--- config.mk ---
export PLATFORM = sky130hd
export DESIGN_NAME = noncomp_top
export DESIGN_NICKNAME = d
export VERILOG_FILES = /design/src/common/noncomp_pkg.sv /design/src/verilog/noncomp_top.sv /design/src/noncomp_ops/noncomp_ops.sv /design/src/verilog/pipe_stage.sv /design/src/verilog/fp_classifier.sv
export SDC_FILE = /design/constraint.sdc
export NUM_CORES = 1
export LEC_CHECK = 0
export ABC_AREA = 1
export BUFFER_PORTS_ARGS = -buffer_cell sky130_fd_sc_hd__clkbuf_2
export CAP_MARGIN = 10
export CORE_MARGIN = 2
export CORE_UTILIZATION = 50
export DETAILED_ROUTE_END_ITERATION = 8
export GPL_TIMING_DRIVEN = 0
export PLACE_DENSITY = 0.75
export SYNTH_ARGS = -nofsm -noshare
export SYNTH_HDL_FRONTEND = slang
export SYNTH_SLANG_ARGS = --single-unit
--- constraint.sdc ---
create_clock -name clk_i -period 3.1 [get_ports clk_i]
set_clock_uncertainty 0.2 [all_clocks]
set_input_delay 0.62 -clock clk_i [delete_from_list [all_inputs] [get_ports clk_i]]
set_output_delay 0.62 -clock clk_i [all_outputs]
set_load 0.02 [all_outputs]
--- src/common/noncomp_pkg.sv ---
package noncomp_pkg;

  // ----------------------------------------------------------------------
  // Format constants, binary16
  // ----------------------------------------------------------------------
  localparam int unsigned EXP_BITS = 5;
  localparam int unsigned MAN_BITS = 10;
  localparam int unsigned FP_WIDTH = 1 + EXP_BITS + MAN_BITS; // 16 bits total
  localparam int unsigned TAG_BITS = 4;

  // Operand split into its fields
  typedef struct packed {
    logic                sign;
    logic [EXP_BITS-1:0] exponent;
    logic [MAN_BITS-1:0] mantissa;
  } fp_t;

  // Class flags of one operand, exactly one class bit set
  typedef struct packed {
    logic is_normal;
    logic is_subnormal;
    logic is_zero;
    logic is_inf;
    logic is_nan;
    logic is_signalling;
    logic is_quiet;
    logic spare;         // Pads to a byte
  } fp_info_t;

  // Operation group
  typedef enum logic [1:0] {
    SGNJ     = 2'd0,
    MINMAX   = 2'd1,
    CMP      = 2'd2,
    CLASSIFY = 2'd3
  } op_e;

  // Sub-operation select, reuses the RISC-V rounding-mode field
  typedef enum logic [2:0] {
    RNE = 3'b000,
    RTZ = 3'b001,
    RDN = 3'b010,
    RUP = 3'b011
  } roundmode_e;

  // Exception flags, only NV is ever raised here
  typedef struct packed {
    logic NV; // Invalid
    logic DZ; // Divide by zero
    logic OF; // Overflow
    logic UF; // Underflow
    logic NX; // Inexact
  } status_t;

  // One-hot class mask, FCLASS bit order
  typedef enum logic [9:0] {
    NEGINF     = 10'b00_0000_0001,
    NEGNORM    = 10'b00_0000_0010,
    NEGSUBNORM = 10'b00_0000_0100,
    NEGZERO    = 10'b00_0000_1000,
    POSZERO    = 10'b00_0001_0000,
    POSSUBNORM = 10'b00_0010_0000,
    POSNORM    = 10'b00_0100_0000,
    POSINF     = 10'b00_1000_0000,
    SNAN       = 10'b01_0000_0000,
    QNAN       = 10'b10_0000_0000
  } classmask_e;

  // Positive quiet NaN with only the mantissa MSB set
  localparam fp_t CANON_QNAN = {1'b0, {EXP_BITS{1'b1}}, 1'b1, {(MAN_BITS-1){1'b0}}};

  // ----------------------------------------------------------------------
  // Pipeline payloads
  // ----------------------------------------------------------------------
  typedef struct packed {
    fp_t                 op_a;
    fp_t                 op_b;
    op_e                 op;
    roundmode_e          rnd_mode;
    logic                op_mod;
    logic [TAG_BITS-1:0] tag;
  } in_payload_t; // 42 bits

  typedef struct packed {
    fp_t                 result;
    status_t             status;
    logic                extension_bit;
    classmask_e          class_mask;
    logic                is_class;
    logic [TAG_BITS-1:0] tag;
  } out_payload_t; // 37 bits

endpackage
--- src/verilog/noncomp_top.sv ---
module noncomp_top (
  input  logic                              clk_i,
  input  logic                              rst_i,
  // Request
  input  logic [noncomp_pkg::FP_WIDTH-1:0]  op_a_i,
  input  logic [noncomp_pkg::FP_WIDTH-1:0]  op_b_i,
  input  noncomp_pkg::op_e                  op_i,
  input  noncomp_pkg::roundmode_e           rnd_mode_i,
  input  logic                              op_mod_i,
  input  logic [noncomp_pkg::TAG_BITS-1:0]  tag_i,
  input  logic                              in_valid_i,
  output logic                              in_ready_o,
  // Response
  output logic [noncomp_pkg::FP_WIDTH-1:0]  result_o,
  output noncomp_pkg::status_t              status_o,
  output logic                              extension_bit_o,
  output noncomp_pkg::classmask_e           class_mask_o,
  output logic                              is_class_o,
  output logic [noncomp_pkg::TAG_BITS-1:0]  tag_o,
  output logic                              out_valid_o,
  input  logic                              out_ready_i,
  output logic                              busy_o
);

  import noncomp_pkg::*;

  in_payload_t  in_pld, mid_pld; // Before and after input register
  out_payload_t ops_pld, out_pld; // Before and after output register
  logic         mid_valid;
  logic         mid_ready;

  // Pack request fields
  assign in_pld.op_a     = op_a_i;
  assign in_pld.op_b     = op_b_i;
  assign in_pld.op       = op_i;
  assign in_pld.rnd_mode = rnd_mode_i;
  assign in_pld.op_mod   = op_mod_i;
  assign in_pld.tag      = tag_i;

  // ----------------------------------------------------------------------
  // Input register, operation logic, output register
  // ----------------------------------------------------------------------
  pipe_stage #(.payload_t(in_payload_t)) u_in_stage (
    .clk_i       (clk_i),
    .rst_i       (rst_i),
    .in_valid_i  (in_valid_i),
    .in_ready_o  (in_ready_o),
    .in_data_i   (in_pld),
    .out_valid_o (mid_valid),
    .out_ready_i (mid_ready), // Backpressure from output stage
    .out_data_o  (mid_pld)
  );

  noncomp_ops u_ops (
    .op_a_i     (mid_pld.op_a),
    .op_b_i     (mid_pld.op_b),
    .op_i       (mid_pld.op),
    .rnd_mode_i (mid_pld.rnd_mode),
    .op_mod_i   (mid_pld.op_mod),
    .tag_i      (mid_pld.tag),
    .payload_o  (ops_pld)
  );

  pipe_stage #(.payload_t(out_payload_t)) u_out_stage (
    .clk_i       (clk_i),
    .rst_i       (rst_i),
    .in_valid_i  (mid_valid),
    .in_ready_o  (mid_ready),
    .in_data_i   (ops_pld),
    .out_valid_o (out_valid_o),
    .out_ready_i (out_ready_i),
    .out_data_o  (out_pld)
  );

  // Unpack response fields
  assign result_o        = out_pld.result;
  assign status_o        = out_pld.status;
  assign extension_bit_o = out_pld.extension_bit;
  assign class_mask_o    = out_pld.class_mask;
  assign is_class_o      = out_pld.is_class;
  assign tag_o           = out_pld.tag;

  assign busy_o = mid_valid | out_valid_o; // Any stage occupied

endmodule

--- src/noncomp_ops/noncomp_ops.sv ---
module noncomp_ops (
  input  noncomp_pkg::fp_t                  op_a_i,
  input  noncomp_pkg::fp_t                  op_b_i,
  input  noncomp_pkg::op_e                  op_i,
  input  noncomp_pkg::roundmode_e           rnd_mode_i,
  input  logic                              op_mod_i,
  input  logic [noncomp_pkg::TAG_BITS-1:0]  tag_i,
  output noncomp_pkg::out_payload_t         payload_o
);

  import noncomp_pkg::*;

  fp_info_t info_a, info_b;

  fp_classifier u_class_a (
    .operand_i (op_a_i),
    .info_o    (info_a)
  );

  fp_classifier u_class_b (
    .operand_i (op_b_i),
    .info_o    (info_b)
  );

  logic any_nan;
  logic signalling_nan;
  logic operands_equal;
  logic a_smaller;

  assign any_nan        = info_a.is_nan | info_b.is_nan;
  assign signalling_nan = info_a.is_signalling | info_b.is_signalling;
  // +0 and -0 are equal
  assign operands_equal = (op_a_i == op_b_i) | (info_a.is_zero & info_b.is_zero);
  // Raw compare works for positives, flips when a sign is involved
  assign a_smaller      = (op_a_i < op_b_i) ^ (op_a_i.sign | op_b_i.sign);

  // ----------------------------------------------------------------------
  // Sign injection
  // ----------------------------------------------------------------------
  fp_t sgnj_result;

  always_comb begin : sign_inject
    sgnj_result = op_a_i; // Magnitude always from A
    case (rnd_mode_i)
      RNE:     sgnj_result.sign = op_b_i.sign;               // SGNJ
      RTZ:     sgnj_result.sign = ~op_b_i.sign;              // SGNJN
      RDN:     sgnj_result.sign = op_a_i.sign ^ op_b_i.sign; // SGNJX
      default: sgnj_result      = op_a_i;                    // Passthrough
    endcase
  end

  // ----------------------------------------------------------------------
  // Minimum / maximum, quiet NaN handling
  // ----------------------------------------------------------------------
  fp_t minmax_result;

  always_comb begin : min_max
    if (info_a.is_nan && info_b.is_nan) begin
      minmax_result = CANON_QNAN;
    end else if (info_a.is_nan) begin
      minmax_result = op_b_i; // Non-NaN side wins
    end else if (info_b.is_nan) begin
      minmax_result = op_a_i;
    end else if (rnd_mode_i == RTZ) begin
      minmax_result = a_smaller ? op_b_i : op_a_i; // MAX
    end else begin
      minmax_result = a_smaller ? op_a_i : op_b_i; // MIN
    end
  end

  // ----------------------------------------------------------------------
  // Comparison
  // ----------------------------------------------------------------------
  logic    cmp_bit;
  status_t cmp_status;

  always_comb begin : compare
    cmp_bit    = 1'b0;
    cmp_status = '0;
    if (signalling_nan) begin
      cmp_status.NV = 1'b1; // sNaN never compares
    end else begin
      case (rnd_mode_i)
        RNE: begin // LE
          if (any_nan) cmp_status.NV = 1'b1;
          else cmp_bit = (a_smaller | operands_equal) ^ op_mod_i;
        end
        RTZ: begin // LT
          if (any_nan) cmp_status.NV = 1'b1;
          else cmp_bit = (a_smaller & ~operands_equal) ^ op_mod_i;
        end
        RDN: begin // EQ, quiet on qNaN
          if (any_nan) cmp_bit = op_mod_i;
          else cmp_bit = operands_equal ^ op_mod_i;
        end
        default: cmp_bit = 1'b0;
      endcase
    end
  end

  // Classification of operand A
  classmask_e class_mask;

  always_comb begin : classify
    if (info_a.is_normal)         class_mask = op_a_i.sign ? NEGNORM : POSNORM;
    else if (info_a.is_subnormal) class_mask = op_a_i.sign ? NEGSUBNORM : POSSUBNORM;
    else if (info_a.is_zero)      class_mask = op_a_i.sign ? NEGZERO : POSZERO;
    else if (info_a.is_inf)       class_mask = op_a_i.sign ? NEGINF : POSINF;
    else if (info_a.is_quiet)     class_mask = QNAN;
    else                          class_mask = SNAN; // Remaining case is sNaN
  end

  // Result selection by operation group
  always_comb begin : select_result
    payload_o               = '0;
    payload_o.class_mask    = class_mask; // Always on its own field
    payload_o.is_class      = (op_i == CLASSIFY);
    payload_o.tag           = tag_i;
    case (op_i)
      SGNJ: begin
        payload_o.result        = sgnj_result;
        payload_o.extension_bit = op_mod_i ? sgnj_result.sign : 1'b1;
      end
      MINMAX: begin
        payload_o.result        = minmax_result;
        payload_o.status.NV     = signalling_nan; // Only sNaN is invalid
        payload_o.extension_bit = 1'b1;           // Float result
      end
      CMP: begin
        payload_o.result        = fp_t'(FP_WIDTH'(cmp_bit));
        payload_o.status        = cmp_status;
        payload_o.extension_bit = 1'b0; // Boolean into integer reg
      end
      default: begin
        payload_o.result        = '0; // CLASSIFY, answer is in class_mask
        payload_o.extension_bit = 1'b0;
      end
    endcase
  end

endmodule

--- src/verilog/pipe_stage.sv ---
module pipe_stage #(
  parameter type payload_t = logic
) (
  input  logic     clk_i,
  input  logic     rst_i,
  // Upstream side
  input  logic     in_valid_i,
  output logic     in_ready_o,
  input  payload_t in_data_i,
  // Downstream side
  output logic     out_valid_o,
  input  logic     out_ready_i,
  output payload_t out_data_o
);

  logic     valid_q; // Stage holds an item
  payload_t data_q;  // Held item
  logic     load;    // Item accepted this cycle

  // Free when empty or when the held item leaves this cycle
  assign in_ready_o = out_ready_i | ~valid_q;
  assign load       = in_valid_i & in_ready_o;

  // Valid bit advances whenever the stage may move
  always_ff @(posedge clk_i) begin
    if (rst_i) begin
      valid_q <= 1'b0;
    end else if (in_ready_o) begin
      valid_q <= in_valid_i; // Bubble in when nothing offered
    end
  end

  // Data only loads on a real transfer
  always_ff @(posedge clk_i) begin
    if (load) begin
      data_q <= in_data_i;
    end
  end

  assign out_valid_o = valid_q;
  assign out_data_o  = data_q;

endmodule

--- src/verilog/fp_classifier.sv ---
module fp_classifier (
  input  noncomp_pkg::fp_t      operand_i,
  output noncomp_pkg::fp_info_t info_o
);

  import noncomp_pkg::*;

  logic exp_zero;  // Exponent all zeros
  logic exp_ones;  // Exponent all ones
  logic man_zero;  // Mantissa all zeros
  logic quiet_bit; // Mantissa MSB tells quiet from signalling NaN

  assign exp_zero  = (operand_i.exponent == '0);
  assign exp_ones  = (operand_i.exponent == '1);
  assign man_zero  = (operand_i.mantissa == '0);
  assign quiet_bit = operand_i.mantissa[MAN_BITS-1];

  always_comb begin : classify_operand
    info_o = '0;

    // Exponent picks the coarse class, mantissa refines it
    if (exp_zero) begin
      info_o.is_zero      = man_zero;
      info_o.is_subnormal = ~man_zero;
    end else if (exp_ones) begin
      info_o.is_inf = man_zero;
      info_o.is_nan = ~man_zero;
    end else begin
      info_o.is_normal = 1'b1;
    end

    // NaN kind from the mantissa MSB
    info_o.is_signalling = info_o.is_nan & ~quiet_bit;
    info_o.is_quiet      = info_o.is_nan &  quiet_bit;
    info_o.spare         = 1'b0; // Not used
  end

endmodule

# --- Word-level counts from Yosys, hierarchy flattened ---
# Index checks and enable logic that the tools add are counted.
classes:
  reduce_logical: 8
  order_cmp: 1
  n_eq_ne: 8
  muxes: 36
  bitwise_logic: 28
op_table:
  columns: ["cell", "count"]
  rows:
  - ["$mux W16", 6]
  - ["$mux W10", 5]
  - ["$pmux W16 S3", 1]
  - ["$logic_not A10 Y1", 2]
  - ["$eq A16 B16 Y1", 1]
  - ["$lt A16 B16 Y1", 1]
  - ["$mux W1", 13]
  - ["$eq A5 B5 Y1 const B", 2]
  - ["$logic_not A5 Y1", 2]
  - ["$mux W8", 1]
  - ["$not A1 Y1", 8]
  - ["$or A1 B1 Y1", 8]
  - ["$and A1 B1 Y1", 7]
  - ["$mux W7", 1]
  - ["$mux W2", 3]
  - ["$mux W6", 1]
  - ["$pmux W1 S3", 2]
  - ["$mux W5", 1]
  - ["$xor A1 B1 Y1", 5]
  - ["$eq A2 B2 Y1 const B", 2]
  - ["$pmux W1 S2", 2]
  - ["$eq A3 B1 Y1 const B", 1]
  - ["$eq A3 B2 Y1 const B", 1]
  - ["$logic_not A3 Y1", 1]
  - ["other kinds (4)", 4]
word_totals:
  inputBits: 46
  register_bits: 77
  word_cells: 101
  out_inout_bits: 40

# --- Logic depth before layout (Yosys ltp) ---
# Gate-level depths: netlist of run 1.
logic_depth:
  word_depth: 12
  ltp_mapped: 21
  mapped_depth_nobuf: 21

# --- Modules after synthesis ---
# A second synthesis of run 1 with hierarchy kept.
unflattened:
  hier_cells: 398
  area_unflattened_um2: 4140.2
by_module_without_submodules:
  columns: ["mod", "instances", "area_each_um2", "cells_per_inst", "seq_area_each_um2"]
  rows:
  - ["noncomp_ops", 1, 1371.3, 248, 0.0]
  - ["pipe_stage (u_in_stage)", 1, 1308.8, 48, 1281.2]
  - ["pipe_stage (u_out_stage)", 1, 1158.6, 43, 1131.1]
  - ["fp_classifier", 2, 145.1, 28, 0.0]
  - ["noncomp_top", 1, 11.3, 3, 0.0]

# --- Least setup slack after synthesis of run 1 ---
# Ideal clock, no wire load.
synth_path:
  kind: "in2reg"
  start: "input out_ready_i"
  end: "register u_out_stage.data_q (netlist bit u_out_stage.out_data_o[0]), enable pin"
  required_ps: 2466
  arrival_ps: 2296
  cell_stages: 2
  setup_time_ps: 434
  slack_ps: 170
  path_buffers: 0
  cell_sequence: "inv_1 > a21oi_1"
synth_between:
  elab_chain_len: 2
synth_rtl:
  columns: ["element", "line_no", "source"]
  rows:
  - ["from (decl)", "noncomp_top.sv:21", "input logic out_ready_i,"]
  - ["$or A1 B1 Y1", "pipe_stage.sv:21", "assign in_ready_o = out_ready_i | ~valid_q;"]
  - ["$and A1 B1 Y1", "pipe_stage.sv:22", "assign load = in_valid_i & in_ready_o;"]
  - ["named net u_out_stage.load", "pipe_stage.sv:18", "logic load;"]
  - ["to (signal assigned)", "pipe_stage.sv:36", "data_q <= in_data_i;"]
  - ["to (decl)", "pipe_stage.sv:17", "payload_t data_q;"]
# The timed path passes the listed nets, and every way through them passes these cells.
# A chain may end at the register's enable or synchronous reset.

==> impl_metrics.ini, run 1 <==
[run_status]
outcome = completed

[die]
fp.dieArea_sq_um = 8522
core_area_sq_um = 7647
floorplan.initialDensity_pct = 51.00
io_pins = 86
die_h_um = 92.32
rows = 32
die_x_um = 92.32

[worst_setup_path]
crit_path_max_incr_delay_ns = 0.53
cp.buffers_inverters = 5
r2r_start = u_in_stage.out_data_o[41]$_DFFE_PP_
crit_fanout = 10
r2r_slack_ns = 0.25
critPathKind = flop to flop
worstReg2RegEnd = u_out_stage.out_data_o[31]$_DFFE_PP_
setup.worst_path.end = u_out_stage.out_data_o[31]$_DFFE_PP_
cp-startpoint = u_in_stage.out_data_o[41]$_DFFE_PP_
cp_slowest_cell = edfxtp_1
critPathTopFamily = simple AND/OR/NAND/NOR gates
crit_required_ns = 3.01
crit_arrival_ns = 2.75
critPathCaptureType = flop
startpoint_type = flop
cp.depth = 19
reg2reg_depth = 19
crit_top_cell = nand2_2
worstPathCellList = inv_1 > ha_1 > inv_2 > nand2_2 > nor2_4 > nand2_2 > clkinv_1 > nand2_2 > nand2_2 > nand2_2 > nand3_2 > nand2_2 > nand2_4 > nand2_4 > buf_6 > nand3_2 > nand3_1 > nand2_1 > inv_1

[logic_synthesis]
synthTopCellsByArea = edfxtp_1, nand2_1, ha_1, inv_1, nor2_1
synth_area_per_cell_sq_um = 10.46
synth_edf_count = 75
syn_area_sq_um = 3900
synth_top_area_cell = edfxtp_1
ys_ff_latch = 77
synth_cell_type_count = 37
ys_seq_area_share_pct = 58.77
synth_cells = 373
ys.flop_type = edfxtp_1
async_reset_ff_share_pct = 0
synth_top_area_share_pct = 57.75
yosys_warnings = 0

[clock_network]
numCtsBuffers = 9
clk_pin_slew_ns = 0.08
cts_resized = 0
cts.sinks = 77
cts_setup_buffers = 0
clock_latency_ns = 0.35
htreeDepth = 3
clockRootBuffer = clkbuf_8
postCtsHoldBufs = 0
cts_tree = yes
cts_max_path_buffers = 2

[power_and_ir_drop]
p_per_area_nw_per_um2 = 501.6
static-leakage-power_uw = 0.002092
peakVddDrop_mv = 0.2949

[worst_hold_path]
hp-class = flop to flop
hold_depth = 0

[route]
ant_nets = 0
drt_iter0_drc = 210
wirelength_um = 7831
drc = 0
vias = 2835
wl_per_cell_um = 13.60
via_per_inst = 4.922
dr.pass1.iters = 4

[timing]
slew_viol_final = 0
postLayoutSetupSlackWorst_ns = 0.2547
setup-tns-final_ns = 0
finalSetupViolCount = 0
final-hold-violation-count = 0
min_period_ns = 2.845
fin_crit_sh_pct = 91.78
rsz0062_at_grt = false
fmax_ghz = 0.3515
worstMarginPinSlew_ns = 0.8332
max-slew-margin-rel_pct = 44.37

[final_layout]
nets = 537
area_growth_pct = 20.24
final_cell_mix = clkbuf_2, nand2_1, edfxtp_1
drive_above_1_share_pct = 29.96
final_common_cell = clkbuf_2
antenna_cells = 0
fin_util_pct = 61.32

[global_routing]
antenna_found_initial = 0
grt_pass1_vias = 2709
grt-ovfl-total = 0
grt_pass1_wl_um = 12600
grt_util_all_layers_pct = 19.40
grt_max_degree = 43

[place]
post-dp-hpwl_um = 6220
gp_congestion = 0.9023
place_ws_ns = 0.2864
port_buffers = 81

[job]
cap_violations = 0
per-layer routing:
| metal | vias to the layer above | share of wire, % | GRT usage [%] |
|---|---|---|---|
| li1 | 1448 | - | - |
| met1 | 1275 | 43 | 25.56 |
| met2 | 100 | 49 | 31.51 |
| met3 | 12 | 5.6 | 4.557 |
| met4 | 0 | 1.8 | 7.090 |
| met5 | - | 0 | 0 |
synthesized netlist by cell type (2+ instances only):
| cell | number |
|---|---|
| ha_1 | 22 |
| nor3_1 | 2 |
| nor2_1 | 36 |
| o21ai_1 | 8 |
| inv_2 | 3 |
| nand3_2 | 6 |
| nor2_2 | 2 |
| nand2_1 | 79 |
| o21ai_0 | 3 |
| clkbuf_1 | 2 |
| nand3_1 | 23 |
| buf_6 | 2 |
| inv_1 | 44 |
| a31oi_1 | 3 |
| nand4_1 | 5 |
| a21oi_1 | 16 |
| edfxtp_1 | 75 |
| dfxtp_1 | 2 |
| nand2_2 | 9 |
| nor3_2 | 2 |
| a21oi_2 | 5 |
| or2_1 | 2 |
| o211ai_1 | 3 |
| nand2_4 | 2 |
| buf_4 | 5 |
how the worst min path moves through the flow:
| stage | startpoint | endpoint |
|---|---|---|
| finish | u_in_stage.out_data_o[2]$_DFFE_PP_ | u_out_stage.out_data_o[2]$_DFFE_PP_ |
| global route | op_b_i[5] | u_in_stage.out_data_o[15]$_DFFE_PP_ |
| CTS | rst_i | u_in_stage.out_valid_o$_SDFFE_PP0N_ |
| detailed placement | u_in_stage.out_data_o[2]$_DFFE_PP_ | u_out_stage.out_data_o[2]$_DFFE_PP_ |
| global placement | u_in_stage.out_data_o[2]$_DFFE_PP_ | u_out_stage.out_data_o[2]$_DFFE_PP_ |
| floorplan | u_in_stage.out_data_o[0]$_DFFE_PP_ | u_out_stage.out_data_o[0]$_DFFE_PP_ |
power breakdown:
group / leakage, uW / internal, uW / total (uW) / switching (uW)
Sequential: 0.000753 / 1210 / 1250 / 38.5
Clock: 0.000103 / 399 / 769 / 370
Combinational: 0.00124 / 126 / 337 / 210
kinds of logic (layout without fill, tap and decap cells):
kind of cell / count (synthesis) / count (layout) / synth area share (%)
other: 1 / 4 / 0.09615
AND/OR/NAND/NOR: 170 / 170 / 20.24
flip-flops: 77 / 77 / 58.77
AO/OA/AOI/OAI: 45 / 45 / 7.347
buffers and inverters: 58 / 156 / 6.481
adder cells (fa/ha/maj): 22 / 22 / 7.058
layout make-up:
cell class                 instances  area, sq um
tap                              102        127.6
inverter                          48        180.2
clock buffer                      10        137.6
buffer                            10        72.57
clock inverter                     6        68.82
multi-input combinational        241         1378
sequential                        77         2292
fill                             604         2958
timing repair buffer              82        432.9
through the flow:
stage | cells | hold WS, ns | total power, uW | instance area, sq um
2_1_floorplan | 376 | 0.2003 | 1494 | 3911
3_3_place_gp | 559 | 0.2009 | 1588 | 4444
3_5_place_dp | 560 | 0.2045 | 1607 | 4483
4_1_cts | 576 | 0.2218 | 2364 | 4690
5_1_grt | 576 | 0.2131 | 2460 | 4690
6_report | 576 | 0.2219 | 2352 | 4690
registers in the layout (all words and copies together) (netlist names):
name,flops
u_out_stage.out_valid_o,1
u_in_stage.out_data_o,42
u_in_stage.out_valid_o,1
u_out_stage.out_data_o,33
Note: power is estimated with default switching activity, not from simulation.
==> run 2, diff against run 1 <==
--- a/config.mk
+++ b/config.mk
@@ -8,11 +8,15 @@
 export ABC_AREA = 1
 export BUFFER_PORTS_ARGS = -buffer_cell sky130_fd_sc_hd__clkbuf_2
 export CAP_MARGIN = 10
+export CELL_PAD_IN_SITES_DETAIL_PLACEMENT = 1
+export CELL_PAD_IN_SITES_GLOBAL_PLACEMENT = 1
+export CORE_ASPECT_RATIO = 2
 export CORE_MARGIN = 2
-export CORE_UTILIZATION = 50
+export CORE_UTILIZATION = 42
 export DETAILED_ROUTE_END_ITERATION = 8
 export GPL_TIMING_DRIVEN = 0
-export PLACE_DENSITY = 0.75
+export MAX_ROUTING_LAYER = met4
+export PLACE_DENSITY = 0.81
 export SYNTH_ARGS = -nofsm -noshare
 export SYNTH_HDL_FRONTEND = slang
 export SYNTH_SLANG_ARGS = --single-unit
==> run 2 against run 1 <==
  * Sequential share of layout area shrank 1.0 points
  * Critical path depth shrank 2
  * Sequential power is essentially flat
  * Register-to-register slack lost 0.09 ns
  * Non-clock buffer count grew 1
  * Critical endpoint is now u_out_stage.out_data_o[25]$_DFFE_PP_
  * Total power grew 13%
  * Die area grew 19%
  * Routed wire length grew 26%
  * Clock power grew 38%
  * Cell area grew 2.1%
==> impl_metrics.ini, run 2 (same netlist as run 1, synthesis figures left out) <==
[power_and_ir_drop]
static-leakage-power_uw = 0.002137
switching_power_uw = 692.8
combPwrFrac_pct = 13.3
p_clk_share_pct = 39.7
total_power_uw = 2663
p_int_uw = 1971
p_per_area_nw_per_um2 = 556.2
peakVddDrop_mv = 0.4795
switching_share_pct = 26.01
sequentialPowerShare_pct = 46.9

[die]
die_h_um = 140.3
floorplan.initialDensity_pct = 43.27
fp.dieArea_sq_um = 10120
core_area_sq_um = 9012
io_pins = 86
die_x_um = 72.14
rows = 49

[clock_network]
cts.sinks = 77
clockRootBuffer = clkbuf_16
clock_latency_ns = 0.34
cts_tree = yes
clk_pin_slew_ns = 0.06
numCtsBuffers = 9
htreeDepth = 3
cts_max_path_buffers = 2

[worst_hold_path]
hp-class = flop to flop

[global_routing]
grt-ovfl-total = 0
grt_util_all_layers_pct = 21.70
grt_pass1_wl_um = 15880
antenna_found_initial = 0
grt_pass1_vias = 3280
grt_max_degree = 43

[worst_setup_path]
crit_top_cell = nand2_2
crit_fanout = 10
critPathCaptureType = flop
crit_arrival_ns = 2.81
worstPathCellList = inv_2 > ha_1 > inv_2 > nand2_2 > nor2_4 > nand2_2 > clkinv_1 > nand2_2 > nand2_2 > nand2_1 > nand3_2 > nand2_2 > nand2_4 > nand2_4 > buf_6 > o21ai_0 > a21oi_1
crit_required_ns = 2.98
crit_path_max_incr_delay_ns = 0.52
critPathKind = flop to flop
critPathTopFamily = simple AND/OR/NAND/NOR gates
startpoint_type = flop
cp.buffers_inverters = 4
cp_slowest_cell = edfxtp_1

[run_status]
outcome = completed

[place]
port_buffers = 81
post-place-cells = 560
post-dp-hpwl_um = 7845
gp_congestion = 0.8422

[route]
drt_iter0_drc = 108
vias = 2976
via_per_inst = 5.158
drc = 0
dr.pass1.iters = 4
ant_nets = 0
wirelength_um = 9843
wl_per_cell_um = 17.06

[timing]
setup-tns-final_ns = 0
slew_viol_final = 0
fin_crit_sh_pct = 94.55
fmax_ghz = 0.3412
min_period_ns = 2.931
finalSetupViolCount = 0
max-slew-margin-rel_pct = 41.27
final-hold-violation-count = 0
rsz0062_at_grt = false
worstMarginPinSlew_ns = 0.8797

[final_layout]
nets = 538
final_common_cell = clkbuf_2
final_cell_mix = clkbuf_2, nand2_1, edfxtp_1
largest_register_ffs = 42
drive_above_1_share_pct = 30.32
antenna_cells = 0
area_growth_pct = 22.78
fillers = 1014
final_cells = 577

[job]
cap_violations = 0
==> run 2: changes by cell type in the layout (fill, tap and decap cells not counted) <==
| cell | previous run | this run |
|---|---|---|
| buf_16 | 1 | 0 |
| clkbuf_8 | 10 | 0 |
| buf_4 | 5 | 6 |
| inv_2 | 4 | 5 |
| clkbuf_16 | 0 | 9 |
| inv_1 | 43 | 42 |
| inv_8 | 0 | 1 |
| buf_12 | 0 | 1 |
==> run 2: path summary, 6_finish.rpt <==
| check | from | endpoint | slack, ns | depth (start not counted) |
|---|---|---|---|---|
| worst min register to register | u_in_stage.out_data_o[1]$_DFFE_PP_ | u_out_stage.out_data_o[1]$_DFFE_PP_ | 0.22 | 0 |
| worst min-delay path | u_in_stage.out_data_o[1]$_DFFE_PP_ | u_out_stage.out_data_o[1]$_DFFE_PP_ | 0.22 | 0 |
| worst max register to register | u_in_stage.out_data_o[41]$_DFFE_PP_ | u_out_stage.out_data_o[25]$_DFFE_PP_ | 0.17 | 17 |
| worst max-delay path | u_in_stage.out_data_o[41]$_DFFE_PP_ | u_out_stage.out_data_o[25]$_DFFE_PP_ | 0.17 | 17 |
==> run 2: cell type report <==
cell class / count / area [sq um] / area share, %
Sequential cell: 77 / 2292 / 47.87
Clock buffer: 9 / 225.2 / 4.703
Multi-Input combinational cell: 241 / 1378 / 28.77
Timing Repair Buffer: 83 / 432.9 / 9.041
Inverter: 48 / 180.2 / 3.763
Clock inverter: 7 / 80.08 / 1.672
Tap cell: 102 / 127.6 / 2.665
Buffer: 10 / 72.57 / 1.516
==> run 2: power by group through the flow <==
stage / Combinational (uW) / Clock, uW / Sequential, uW
after floorplan: 210 / 0 / 1280
after global placement: 335 / 0 / 1270
after detailed placement: 354 / 0 / 1270
after CTS: 358 / 1080 / 1250
after global routing: 395 / 1130 / 1250
final: 355 / 1060 / 1250
==> run 2: timing repair <==
item                       CTS  global route
gates resized for setup      0             1
hold buffers                 0             0
setup buffers                0             1
setup endpoints to repair    0             5
==> run 2: through the flow <==
step | util (%) | hold slack [ns] | setup WS (ns) | area, sq um
global placement | 49.31 | 0.2008 | -0.4824 | 4444
finish | 53.13 | 0.2223 | 0.1691 | 4788
floorplan | - | 0.2003 | 0.1696 | 3911
CTS | 53.05 | 0.2240 | 0.1136 | 4781
detailed placement | 49.66 | 0.2075 | 0.1334 | 4476
global route | 53.13 | 0.2297 | 0.06546 | 4788
==> run 2: routing by layer <==
layer / up-vias / global-route usage, % / part of all wire [%]
met3: 33 / 3.381 / 3.0
li1: 1453 / - / -
met2: 82 / 41.04 / 60
met4: 0 / 12.51 / 4.8
met5: - / - / 0
met1: 1408 / 19.18 / 32
==> run 3, diff against run 2 <==
--- a/config.mk
+++ b/config.mk
@@ -12,11 +12,11 @@
 export CELL_PAD_IN_SITES_GLOBAL_PLACEMENT = 1
 export CORE_ASPECT_RATIO = 2
 export CORE_MARGIN = 2
-export CORE_UTILIZATION = 42
+export CORE_UTILIZATION = 41
 export DETAILED_ROUTE_END_ITERATION = 8
 export GPL_TIMING_DRIVEN = 0
 export MAX_ROUTING_LAYER = met4
-export PLACE_DENSITY = 0.81
+export PLACE_DENSITY = 0.79
 export SYNTH_ARGS = -nofsm -noshare
 export SYNTH_HDL_FRONTEND = slang
 export SYNTH_SLANG_ARGS = --single-unit
==> run 3 against run 2 <==
  * Sequential share of layout area rose by 0.42 points
  * Largest power group unchanged
  * Routed wire length shrank 1.3%
  * Clock power decreased by 10%
  * Largest cell class unchanged
  * Register-to-register slack improved by 0.04 ns
  * Setup slack better by 0.035 ns
  * Fmax up 1.2%
  * First-iteration DRC count up 0.93%
==> impl_metrics.ini, run 3 (same netlist as run 1, synthesis figures left out) <==
[run_status]
outcome = completed

[die]
fp.dieArea_sq_um = 10360
core_area_sq_um = 9321
die_h_um = 141.9
io_pins = 86
rows = 50
floorplan.initialDensity_pct = 41.84
die_x_um = 72.97

[place]
gp_congestion = 0.8757
post-place-cells = 562
port_buffers = 81
place_ws_ns = 0.1451
placed_area_sq_um = 4478
post-dp-hpwl_um = 7813

[timing]
slew_viol_final = 0
fin_crit_sh_pct = 93.42
max-slew-margin-rel_pct = 42.45
postLayoutSetupSlackWorst_ns = 0.2041
final-hold-violation-count = 0
worstMarginPinSlew_ns = 0.8620
whs_ns = 0.2267
rsz0062_at_grt = false
finalSetupViolCount = 0
min_period_ns = 2.896
fmax_ghz = 0.3453

[clock_network]
postCtsHoldBufs = 0
cts.sinks = 77
cts_setup_buffers = 0
clock_latency_ns = 0.35
htreeDepth = 3
cts_tree = yes
numCtsBuffers = 9
cts_resized = 0
clockRootBuffer = clkbuf_16
cts_max_path_buffers = 2
clk_pin_slew_ns = 0.06

[route]
vias = 3013
drt_iter0_drc = 109
ant_nets = 0
drc = 0
dr.pass1.iters = 4
wirelength_um = 9719
wl_per_cell_um = 16.81
via_per_inst = 5.213

[worst_setup_path]
startpoint_type = flop
critPathCaptureType = flop
crit_required_ns = 3.05
crit_arrival_ns = 2.85
critPathKind = flop to flop
cp_slowest_cell = edfxtp_1
crit_path_max_incr_delay_ns = 0.54
worstPathCellList = inv_2 > ha_1 > inv_2 > a21oi_2 > o21ai_2 > a21oi_4 > nand2_2 > nand2_1 > nand3_2 > nand2_2 > nand2_4 > nand2_4 > buf_6 > o21ai_1 > a31oi_1
crit_fanout = 10

[job]
cap_violations = 0

[power_and_ir_drop]
peakVddDrop_mv = 0.3631
switching_share_pct = 26.45
combPwrFrac_pct = 13.8
switching_power_uw = 675.1
sequentialPowerShare_pct = 49.0
static-leakage-power_uw = 0.002117
p_int_uw = 1877
p_clk_share_pct = 37.2
p_per_area_nw_per_um2 = 537.6

[final_layout]
final_common_cell = clkbuf_2
nets = 537
area_growth_pct = 21.72
final_cell_mix = clkbuf_2, nand2_1, edfxtp_1
largest_register_ffs = 42
fillers = 1090
antenna_cells = 0
final_cells = 578
drive_above_1_share_pct = 29.96
fin_area_sq_um = 4747

[global_routing]
grt_pass1_wl_um = 15530
grt_max_degree = 43
antenna_found_initial = 0
grt_util_all_layers_pct = 21.07
grt-ovfl-total = 0
grt_pass1_vias = 3275

[worst_hold_path]
hp-class = flop to flop
run 3: cell types whose count changed in the layout (fill, tap and decap cells not counted):
cell,delta
clkinv_2,+2
clkbuf_1,+1
buf_4,-1
bufinv_16,-1
inv_8,-1
inv_6,-1
run 3: final timing paths:
path / startpoint / to / slack, ns / cells after the start
min: u_in_stage.out_data_o[3]$_DFFE_PP_ / u_out_stage.out_data_o[3]$_DFFE_PP_ / 0.23 / 0
max reg2reg: u_in_stage.out_data_o[41]$_DFFE_PP_ / u_out_stage.out_data_o[26]$_DFFE_PP_ / 0.20 / 15
max: u_in_stage.out_data_o[41]$_DFFE_PP_ / u_out_stage.out_data_o[26]$_DFFE_PP_ / 0.20 / 15
min reg2reg: u_in_stage.out_data_o[3]$_DFFE_PP_ / u_out_stage.out_data_o[3]$_DFFE_PP_ / 0.23 / 0
run 3: final cells by class:
class	instances	area (sq um)	area share, %
repair buffers	82	425.4	8.962
clock buffers	10	229.0	4.823
inverters	48	180.2	3.795
well taps	104	130.1	2.741
clock inverters	6	40.04	0.8434
flip-flops and latches	77	2292	48.29
multi-input cells	241	1378	29.02
plain buffers	10	72.57	1.529
run 3: power groups by stage:
stage / sequential, uW / combinational [uW] / clock [uW]
3_5_place_dp: 1270 / 354 / 0
5_1_grt: 1260 / 394 / 1010
4_1_cts: 1250 / 357 / 968
2_1_floorplan: 1280 / 210 / 0
6_report: 1250 / 353 / 949
3_3_place_gp: 1270 / 332 / 0
run 3: metal layers:
| metal | GRT usage, % | vias up | share of wire [%] |
|---|---|---|---|
| met3 | 3.470 | 35 | 2.7 |
| met1 | 17.90 | 1454 | 32 |
| met4 | 14.72 | 0 | 5.7 |
| li1 | - | 1449 | - |
| met2 | 39.33 | 75 | 60 |
| met5 | - | - | 0 |
run 3: critical path: cells and delay by family, from the launching register on:
| family | cells | cell delay [ns] |
|---|---|---|
| AO/OA/AOI/OAI | 5 | 0.71 |
| adder cells (fa/ha/maj) | 1 | 0.34 |
| buffers and inverters | 3 | 0.33 |
| flip-flops | 1 | 0.54 |
| AND/OR/NAND/NOR | 6 | 0.57 |
run 3: metrics by stage:
stage	total power [uW]	setup TNS (ns)	utilization [%]
3_5_place_dp	1626	0	48.04
3_3_place_gp	1603	-16.25	47.70
2_1_floorplan	1494	0	-
5_1_grt	2655	0	50.93
4_1_cts	2576	0	50.93
6_report	2552	0	50.93
